$ cat config.mk
export PLATFORM = sky130hd
export DESIGN_NAME = fire_expand_top
export DESIGN_NICKNAME = d
export VERILOG_FILES = /design/src/logic/fire_pkg.sv /design/src/logic/cmd_fifo.sv /design/src/logic/job_sequencer.sv /design/src/logic/expand_lane.sv /design/src/logic/expand_merge.sv /design/src/logic/fire_expand_top.sv
export SDC_FILE = /design/constraint.sdc
export NUM_CORES = 2
export LEC_CHECK = 0
export ABC_AREA = 1
export BUFFER_PORTS_ARGS = -buffer_cell sky130_fd_sc_hd__clkbuf_2
export CAP_MARGIN = 15
export CORE_MARGIN = 5
export CORE_UTILIZATION = 50
export DETAILED_ROUTE_END_ITERATION = 10
export PLACE_DENSITY_LB_ADDON = 0.2
export REMOVE_ABC_BUFFERS = 1
export SLEW_MARGIN = 10
export SYNTH_ARGS = -nofsm -noshare
export SYNTH_HDL_FRONTEND = slang
export SYNTH_SLANG_ARGS = --single-unit
$ cat constraint.sdc
create_clock -name okClk -period 10.2 [get_ports okClk]
set_clock_uncertainty 0.05 [all_clocks]
set_input_delay 2.04 -clock okClk [delete_from_list [all_inputs] [get_ports okClk]]
set_output_delay 2.04 -clock okClk [all_outputs]
set_load 0.05 [all_outputs]
$ cat src/logic/fire_pkg.sv
`default_nettype none

package fire_pkg;

	// ------------------------------------------------
	// widths and counts
	// ------------------------------------------------
	localparam int DATA_W    = 16; // signed q8.8
	localparam int FRAC_BITS = 8;
	localparam int ACC_W     = 40; // headroom for 9 * 63 products
	localparam int CNT_W     = 6;
	localparam int TAPS_E3   = 9;
	localparam int TAPS_E1   = 1;
	localparam int CMD_DEPTH = 4;
	localparam int CMD_PTR_W = $clog2(CMD_DEPTH);
	localparam int CMD_OCC_W = $clog2(CMD_DEPTH + 1);
	localparam int BEAT_W    = 10; // up to 9 * 63 beats per job
	localparam int SAT_MAX   = 2 ** (DATA_W - 1) - 1;

	typedef logic signed [DATA_W-1:0] data_t;
	typedef logic signed [ACC_W-1:0]  acc_t;
	typedef logic [CNT_W-1:0]         count_t;
	typedef logic [BEAT_W-1:0]        beat_t;
	typedef logic [CMD_PTR_W-1:0]     cmd_ptr_t;
	typedef logic [CMD_OCC_W-1:0]     cmd_occ_t;

	typedef enum logic [0:0] {
		OP_CONV    = 1'b0,
		OP_MAXPOOL = 1'b1
	} op_t;

	// ------------------------------------------------
	// streams
	// ------------------------------------------------
	typedef struct packed {
		op_t    op;
		count_t op_num;  // input channels, never zero
		data_t  bias_e3;
		data_t  bias_e1;
	} cmd_t;

	typedef struct packed {
		data_t data;
		data_t weight;
	} operand_t;

	typedef struct packed {
		data_t e3; // upper half
		data_t e1;
	} result_t;

	typedef enum logic [1:0] {
		SEQ_WAIT  = 2'd0,
		SEQ_START = 2'd1
	} seq_state_t;

	typedef enum logic [1:0] {
		LANE_IDLE  = 2'd0,
		LANE_ACC   = 2'd1,
		LANE_OFFER = 2'd2
	} lane_state_t;

	typedef enum logic [1:0] {
		MERGE_IDLE = 2'd0,
		MERGE_WAIT = 2'd1,
		MERGE_CALC = 2'd2,
		MERGE_OUT  = 2'd3
	} merge_state_t;

endpackage

`default_nettype wire

$ cat src/logic/cmd_fifo.sv
`default_nettype none

module cmd_fifo (
	input  wire                   okClk,
	input  wire                   rst_n,
	input  wire  fire_pkg::cmd_t  in_cmd,
	input  wire                   in_valid,
	output logic                  in_ready,
	output fire_pkg::cmd_t        out_cmd,
	output logic                  out_valid,
	input  wire                   out_ready
);

	fire_pkg::cmd_t   mem [fire_pkg::CMD_DEPTH];
	fire_pkg::cmd_ptr_t wr_ptr;
	fire_pkg::cmd_ptr_t rd_ptr;
	fire_pkg::cmd_occ_t occ;
	logic push;
	logic pop;

	assign in_ready  = (occ != fire_pkg::cmd_occ_t'(fire_pkg::CMD_DEPTH)); // low only when full
	assign out_valid = (occ != '0);
	assign out_cmd   = mem[rd_ptr];

	assign push = in_valid && in_ready;
	assign pop  = out_valid && out_ready;

	// command storage
	always_ff @(posedge okClk) begin
		if (push) begin
			mem[wr_ptr] <= in_cmd;
		end
	end

	// ------------------------------------------------
	// pointers and occupancy
	// ------------------------------------------------
	always_ff @(posedge okClk) begin
		if (!rst_n) begin
			wr_ptr <= '0;
			rd_ptr <= '0;
			occ    <= '0;
		end else begin
			if (push) begin
				if (wr_ptr == fire_pkg::cmd_ptr_t'(fire_pkg::CMD_DEPTH - 1)) begin
					wr_ptr <= '0; // wrap
				end else begin
					wr_ptr <= wr_ptr + 1'b1;
				end
			end
			if (pop) begin
				if (rd_ptr == fire_pkg::cmd_ptr_t'(fire_pkg::CMD_DEPTH - 1)) begin
					rd_ptr <= '0;
				end else begin
					rd_ptr <= rd_ptr + 1'b1;
				end
			end
			case ({push, pop})
				2'b10:   occ <= occ + 1'b1;
				2'b01:   occ <= occ - 1'b1;
				default: occ <= occ; // both or neither
			endcase
		end
	end

endmodule

`default_nettype wire

$ cat src/logic/job_sequencer.sv
`default_nettype none

module job_sequencer (
	input  wire                   okClk,
	input  wire                   rst_n,
	input  wire  fire_pkg::cmd_t  q_cmd,
	input  wire                   q_valid,
	output logic                  q_ready,
	input  wire                   e3_idle,
	input  wire                   e1_idle,
	input  wire                   merge_idle,
	output fire_pkg::cmd_t        job,
	output logic                  job_start
);

	fire_pkg::seq_state_t state;
	logic all_idle;
	logic pop;

	// units only leave idle on job_start, so checking here is enough
	assign all_idle = e3_idle && e1_idle && merge_idle;
	assign q_ready  = (state == fire_pkg::SEQ_WAIT) && all_idle;
	assign pop      = q_valid && q_ready;

	assign job_start = (state == fire_pkg::SEQ_START); // one cycle pulse

	// ------------------------------------------------
	// control
	// ------------------------------------------------
	always_ff @(posedge okClk) begin
		if (!rst_n) begin
			state <= fire_pkg::SEQ_WAIT;
		end else begin
			case (state)
				fire_pkg::SEQ_WAIT: begin
					if (pop) begin
						state <= fire_pkg::SEQ_START;
					end
				end
				fire_pkg::SEQ_START: begin
					state <= fire_pkg::SEQ_WAIT; // receivers busy from next cycle
				end
				default: begin
					state <= fire_pkg::SEQ_WAIT;
				end
			endcase
		end
	end

	// popped command, held for the lanes and merge
	always_ff @(posedge okClk) begin
		if (pop) begin
			job <= q_cmd;
		end
	end

endmodule

`default_nettype wire

$ cat src/logic/expand_lane.sv
`default_nettype none

module expand_lane #(
	parameter int TAPS = 1
) (
	input  wire                      okClk,
	input  wire                      rst_n,
	input  wire  fire_pkg::cmd_t     job,
	input  wire                      job_start,
	output logic                     idle,
	input  wire  fire_pkg::operand_t operand,
	input  wire                      operand_valid,
	output logic                     operand_ready,
	output fire_pkg::acc_t           lane_result,
	output logic                     lane_valid,
	input  wire                      lane_ready
);

	fire_pkg::lane_state_t state;
	fire_pkg::op_t         op_q;
	fire_pkg::beat_t       beat_target;
	fire_pkg::beat_t       beat_cnt;
	fire_pkg::acc_t        acc;
	fire_pkg::data_t       beat_data;
	fire_pkg::data_t       beat_weight;
	logic signed [2*fire_pkg::DATA_W-1:0] product;
	fire_pkg::acc_t        product_ext;
	fire_pkg::acc_t        data_ext;
	logic take;
	logic last_beat;

	assign beat_data   = operand.data;
	assign beat_weight = operand.weight;
	assign product     = beat_data * beat_weight; // full q16.16 product
	assign product_ext = fire_pkg::acc_t'(product);
	assign data_ext    = fire_pkg::acc_t'(beat_data);

	assign idle          = (state == fire_pkg::LANE_IDLE);
	assign operand_ready = (state == fire_pkg::LANE_ACC);
	assign lane_valid    = (state == fire_pkg::LANE_OFFER);
	assign lane_result   = acc;

	assign take      = operand_valid && operand_ready;
	assign last_beat = (beat_cnt == beat_target - 1'b1);

	// ------------------------------------------------
	// beat counting
	// ------------------------------------------------
	always_ff @(posedge okClk) begin
		if (!rst_n) begin
			state    <= fire_pkg::LANE_IDLE;
			beat_cnt <= '0;
		end else begin
			case (state)
				fire_pkg::LANE_IDLE: begin
					if (job_start) begin
						state    <= fire_pkg::LANE_ACC;
						beat_cnt <= '0;
					end
				end
				fire_pkg::LANE_ACC: begin
					if (take) begin
						beat_cnt <= beat_cnt + 1'b1;
						if (last_beat) begin
							state <= fire_pkg::LANE_OFFER;
						end
					end
				end
				fire_pkg::LANE_OFFER: begin
					if (lane_ready) begin
						state <= fire_pkg::LANE_IDLE; // hold result until merge takes it
					end
				end
				default: begin
					state <= fire_pkg::LANE_IDLE;
				end
			endcase
		end
	end

	// ------------------------------------------------
	// datapath
	// ------------------------------------------------
	always_ff @(posedge okClk) begin
		if (job_start) begin
			op_q        <= job.op;
			beat_target <= fire_pkg::beat_t'(TAPS) * fire_pkg::beat_t'(job.op_num);
			acc         <= '0;
		end else if (take) begin
			if (op_q == fire_pkg::OP_MAXPOOL) begin
				if (beat_cnt == '0 || data_ext > acc) begin
					acc <= data_ext; // first beat loads, weight ignored
				end
			end else begin
				acc <= acc + product_ext;
			end
		end
	end

endmodule

`default_nettype wire

$ cat src/logic/expand_merge.sv
`default_nettype none

module expand_merge (
	input  wire                     okClk,
	input  wire                     rst_n,
	input  wire  fire_pkg::cmd_t    job,
	input  wire                     job_start,
	output logic                    idle,
	input  wire  fire_pkg::acc_t    e3_result,
	input  wire  fire_pkg::acc_t    e1_result,
	input  wire                     e3_valid,
	input  wire                     e1_valid,
	output logic                    e3_ready,
	output logic                    e1_ready,
	output fire_pkg::result_t       result,
	output logic                    result_valid,
	input  wire                     result_ready
);

	fire_pkg::merge_state_t state;
	fire_pkg::op_t          op_q;
	fire_pkg::data_t        bias_e3_q;
	fire_pkg::data_t        bias_e1_q;
	fire_pkg::acc_t         e3_raw;
	fire_pkg::acc_t         e1_raw;
	fire_pkg::result_t      result_q;
	logic both_valid;

	function automatic fire_pkg::data_t finish_half(
		input fire_pkg::op_t   op,
		input fire_pkg::acc_t  raw,
		input fire_pkg::data_t bias
	);
		fire_pkg::acc_t biased;
		fire_pkg::acc_t scaled;
		biased = raw + (fire_pkg::acc_t'(bias) <<< fire_pkg::FRAC_BITS); // bias up to q16.16
		scaled = biased >>> fire_pkg::FRAC_BITS;
		if (op == fire_pkg::OP_MAXPOOL) begin
			return raw[fire_pkg::DATA_W-1:0]; // max passes through untouched
		end
		if (scaled < 0) begin
			return '0; // relu
		end
		if (scaled > fire_pkg::acc_t'(fire_pkg::SAT_MAX)) begin
			return fire_pkg::data_t'(fire_pkg::SAT_MAX);
		end
		return scaled[fire_pkg::DATA_W-1:0];
	endfunction

	assign both_valid   = e3_valid && e1_valid;
	assign idle         = (state == fire_pkg::MERGE_IDLE);
	assign e3_ready     = (state == fire_pkg::MERGE_WAIT) && both_valid; // release both together
	assign e1_ready     = (state == fire_pkg::MERGE_WAIT) && both_valid;
	assign result_valid = (state == fire_pkg::MERGE_OUT);
	assign result       = result_q;

	// ------------------------------------------------
	// control
	// ------------------------------------------------
	always_ff @(posedge okClk) begin
		if (!rst_n) begin
			state <= fire_pkg::MERGE_IDLE;
		end else begin
			case (state)
				fire_pkg::MERGE_IDLE: if (job_start) state <= fire_pkg::MERGE_WAIT;
				fire_pkg::MERGE_WAIT: if (both_valid) state <= fire_pkg::MERGE_CALC;
				fire_pkg::MERGE_CALC: state <= fire_pkg::MERGE_OUT;
				fire_pkg::MERGE_OUT:  if (result_ready) state <= fire_pkg::MERGE_IDLE;
				default:              state <= fire_pkg::MERGE_IDLE;
			endcase
		end
	end

	// job fields, lane captures and the output word
	always_ff @(posedge okClk) begin
		if (job_start) begin
			op_q      <= job.op;
			bias_e3_q <= job.bias_e3;
			bias_e1_q <= job.bias_e1;
		end
		if (e3_ready) begin
			e3_raw <= e3_result;
			e1_raw <= e1_result;
		end
		if (state == fire_pkg::MERGE_CALC) begin
			result_q.e3 <= finish_half(op_q, e3_raw, bias_e3_q);
			result_q.e1 <= finish_half(op_q, e1_raw, bias_e1_q);
		end
	end

endmodule

`default_nettype wire

$ cat src/logic/fire_expand_top.sv
`default_nettype none

module fire_expand_top (
	input  wire                      okClk,
	input  wire                      rst_n,
	// command stream
	input  wire  fire_pkg::cmd_t     cmd,
	input  wire                      cmd_valid,
	output logic                     cmd_ready,
	// operand streams
	input  wire  fire_pkg::operand_t e3_operand,
	input  wire                      e3_valid,
	output logic                     e3_ready,
	input  wire  fire_pkg::operand_t e1_operand,
	input  wire                      e1_valid,
	output logic                     e1_ready,
	// result stream
	output fire_pkg::result_t        result,
	output logic                     result_valid,
	input  wire                      result_ready
);

	fire_pkg::cmd_t q_cmd;
	logic           q_valid;
	logic           q_ready;
	fire_pkg::cmd_t job;
	logic           job_start;
	logic           e3_idle;
	logic           e1_idle;
	logic           merge_idle;
	fire_pkg::acc_t e3_acc;
	fire_pkg::acc_t e1_acc;
	logic           e3_acc_valid;
	logic           e1_acc_valid;
	logic           e3_acc_ready;
	logic           e1_acc_ready;

	// ------------------------------------------------
	// command path
	// ------------------------------------------------
	cmd_fifo u_cmd_fifo (
		.okClk     (okClk),
		.rst_n     (rst_n),
		.in_cmd    (cmd),
		.in_valid  (cmd_valid),
		.in_ready  (cmd_ready),
		.out_cmd   (q_cmd),
		.out_valid (q_valid),
		.out_ready (q_ready)
	);

	job_sequencer u_job_sequencer (
		.okClk      (okClk),
		.rst_n      (rst_n),
		.q_cmd      (q_cmd),
		.q_valid    (q_valid),
		.q_ready    (q_ready),
		.e3_idle    (e3_idle),
		.e1_idle    (e1_idle),
		.merge_idle (merge_idle),
		.job        (job),
		.job_start  (job_start)
	);

	// ------------------------------------------------
	// expand lanes, side by side
	// ------------------------------------------------
	expand_lane #(.TAPS(fire_pkg::TAPS_E3)) u_lane_e3 (
		.okClk (okClk), .rst_n (rst_n),
		.job (job), .job_start (job_start), .idle (e3_idle),
		.operand (e3_operand), .operand_valid (e3_valid), .operand_ready (e3_ready),
		.lane_result (e3_acc), .lane_valid (e3_acc_valid), .lane_ready (e3_acc_ready)
	);

	expand_lane #(.TAPS(fire_pkg::TAPS_E1)) u_lane_e1 (
		.okClk (okClk), .rst_n (rst_n),
		.job (job), .job_start (job_start), .idle (e1_idle),
		.operand (e1_operand), .operand_valid (e1_valid), .operand_ready (e1_ready),
		.lane_result (e1_acc), .lane_valid (e1_acc_valid), .lane_ready (e1_acc_ready)
	);

	expand_merge u_merge (
		.okClk        (okClk),
		.rst_n        (rst_n),
		.job          (job),
		.job_start    (job_start),
		.idle         (merge_idle),
		.e3_result    (e3_acc),
		.e1_result    (e1_acc),
		.e3_valid     (e3_acc_valid),
		.e1_valid     (e1_acc_valid),
		.e3_ready     (e3_acc_ready),
		.e1_ready     (e1_acc_ready),
		.result       (result),
		.result_valid (result_valid),
		.result_ready (result_ready)
	);

endmodule

`default_nettype wire

==> impl_results.md <==
* Die height at 329.0 um
* # resized after CTS at 0
* Max clock buf depth at 3
* Synth area leaders: fa_1 26%, edfxtp_1 21%, inv_1 11%
* Number of flops mapped to enable cells by yosys at 353
* Gr ovfl total at 0
* Most frequent cells in the layout: 1461 x inv_1, 1442 x nand2_1, 664 x fa_1, 503 x nor2_1, 393 x ha_1
* Worst slew pin tran at 1.125 ns
* Synth-to-layout area growth at 6.993%
* Top Ports at 145
* Nets at 7357
* Distinct cells, synth at 50
* WHS Path Cells at 0
* Crit path DAT at 9.07 ns
* CTS tree: done
* Placer Congestion at 0.9958
* Max incr delay on CP at 0.78 ns
* RR Startpoint: u_lane_e1.lane_result[15]$_SDFFE_PP0P_
* Setup Fix Bufs, Post-CTS at 0
* Htree depth at 2
* Drt first pass iters at 5
* Pin count of the biggest net entering global routing at 76
* CTS buffer count at 49
* Worst-skew pair later-pin latency at 0.62 ns
* Layout cells sized above 1 at 0.05249
* Post-Route WL at 135.3 mm
* Setup TNS at 0 ns
* Critical Path Fanout Max at 42
* Reg2Reg Depth at 23
* Dominant cell type by area after synthesis: fa_1
* Clk root buf: clkbuf_16
* Total track usage at 0.2549
* R2R Path End: u_lane_e1.lane_result[26]$_SDFFE_PP0P_
* IO Port Bufs at 144
* Worst path required time at 10.66 ns
* Mean Syn Cell Area at 8.239 um^2
* Worst path slowest cell: clkbuf_2
* Wire per inst at 17.80 um
* Slew Limit Fails at 0
* Crit path max-delay family: adder cells
* Fin crit share at 0.8436
* Worst setup path class: in2reg
* Initial antenna violation count at 6
* Hold_sp: u_job_sequencer.job[13]$_DFFE_PP_
* Starting Density at 0.5014
* Worst slew margin at 0.2498
* Cell Area, Synth at 50870 um^2
* Worst Hold End: u_merge.bias_e1_q[13]$_DFFE_PP_
* Fmax at 116.2 MHz
* # rows at 117
* Die Area at 108200 um^2
* Starting DRT DRC Count at 2592
* Clock sink count at 467
* Top-area cell type share of the netlist area at 0.2613
* Tmin final at 8.605 ns
* Critical path capture point type: register
* Post-synth top flop: edfxtp_1
* Post-CTS Hold Fix Bufs at 0
* CP Launch Type: input pin
* CP cell instances: clkbuf_2 > nand2_1 > inv_1 > fa_1 > fa_1 > inv_1 > fa_1 > fa_1 > inv_1 > fa_1 > inv_1 > fa_1 > inv_1 > ha_1 > nand2_1 > nor2_1 > inv_1 > nor4_1 > o21ai_0 > nand3_1 > xnor2_1 > nor2_1 > nor2_1 > nor2_1
* Hold WC Path Type: reg2reg
* Routed Antenna Nets at 0
* Cells after Synth at 6174
* Final hold viol count at 0
* Sequential cell area fraction in the yosys report at 0.2532
* First-pass GRT wire length at 219.0 mm
* Synthesized flop and latch total at 467
* CORE AREA at 101400 um^2
* Vias/cell at 5.158
* RSZ-0062 raised after global routing: false
* Yosys warning count at 0
* Vias at 39220
* Post-DP HPWL at 109.9 mm
* Commonest non-fill, non-tap cell in the layout: inv_1
* Die width at 329.0 um
* Vias in the first global route at 40760
* Detailed-route DRC error count at 0
* Clk slew on worst S/H paths at 0.07 ns
* Final setup fails at 0
* R2R setup slack at 4.53 ns
* WP buf/inv at 7
* Post-synth ARST share at 0
* Outcome: finished, final reports clean
* MaxCap Viol Count at 0
[per-layer routing]
layer / vias up / track usage / part of all wire
met5: - / 0 / 0.00033
met4: 2 / 0.06551 / 0.028
met3: 212 / 0.02088 / 0.044
met2: 981 / 0.4526 / 0.50
met1: 19210 / 0.3401 / 0.43
li1: 18820 / - / -
[cell families after synthesis]
group	count (synthesis)	share of synthesized area
AND/OR/NAND/NOR	2267	0.1801
buffers and inverters	1673	0.1249
adder cells (fa/ha/maj)	1058	0.3582
AO/OA/AOI/OAI	606	0.06565
flip-flops	467	0.2532
XOR/XNOR	103	0.01788
[sequential cells by signal (all words and copies together) (netlist names), 3 cells and up]
signal	cells
u_merge.e1_raw	40
u_lane_e1.beat_target	3
u_job_sequencer.job	39
u_merge.result	32
u_lane_e3.beat_cnt	10
u_lane_e3.lane_result	40
u_merge.bias_e3_q	16
u_lane_e1.lane_result	40
u_lane_e1.beat_cnt	10
u_merge.e3_raw	40
u_lane_e3.beat_target	10
u_cmd_fifo.occ	3
u_merge.bias_e1_q	16
u_cmd_fifo.mem	156
[through the flow]
stage               area [um^2]  setup WS, ns  hold slack (ns)  std cells    util
floorplan                 50050         2.547           0.3503       5974       -
global placement          52680         1.198           0.3522       7507  0.5193
detailed placement        52680        0.9723           0.3554       7507  0.5193
CTS                       54410         1.599           0.3697       7598  0.5364
global route              54410         1.054           0.3731       7598  0.5364
finish                    54430         1.595           0.3686       7603  0.5365
[area by class of cell]
type,instances,area [um^2]
Tap cell,1368,1712
Multi-Input combinational cell,4034,31680
Clock buffer,53,1251
Fill cell,9671,47020
Antenna cell,5,12.51
Inverter,1473,5529
Clock inverter,38,481.7
Timing Repair Buffer,165,878.3
Sequential cell,467,12890
[worst max path at each step]
| stage | from | endpoint | slack (ns) | cells past startpoint |
|---|---|---|---|---|
| after detailed placement | e3_operand[31] | u_lane_e3.lane_result[39]$_SDFFE_PP0P_ | 0.97 | 24 |
| final | e3_operand[31] | u_lane_e3.lane_result[39]$_SDFFE_PP0P_ | 1.60 | 24 |
| after CTS | e3_operand[31] | u_lane_e3.lane_result[39]$_SDFFE_PP0P_ | 1.60 | 24 |
| after global placement | e3_operand[31] | u_lane_e3.lane_result[39]$_SDFFE_PP0P_ | 1.20 | 24 |
| after global routing | e3_operand[31] | u_lane_e3.lane_result[39]$_SDFFE_PP0P_ | 1.05 | 24 |
| after floorplan | e3_operand[1] | u_lane_e3.lane_result[39]$_SDFFE_PP0P_ | 2.55 | 23 |
[cell usage after synthesis, types with 13 or more instances]
cell type,number
inv_1,1463
nand2_1,1442
fa_1,664
nor2_1,508
ha_1,394
edfxtp_1,353
a21oi_1,260
o21ai_0,203
clkbuf_1,175
nand3_1,144
dfxtp_1,114
xnor2_1,58
nand4_1,47
xor2_1,44
o22ai_1,42
nor3_1,39
o21bai_1,26
a21o_1,17
nor4_1,17
nand2_2,16
nor2_2,16
a31oi_1,13
nand3_2,13
Power is not shown: default switching activity piles up to over one toggle a cycle in this logic, so the estimate is an artifact.
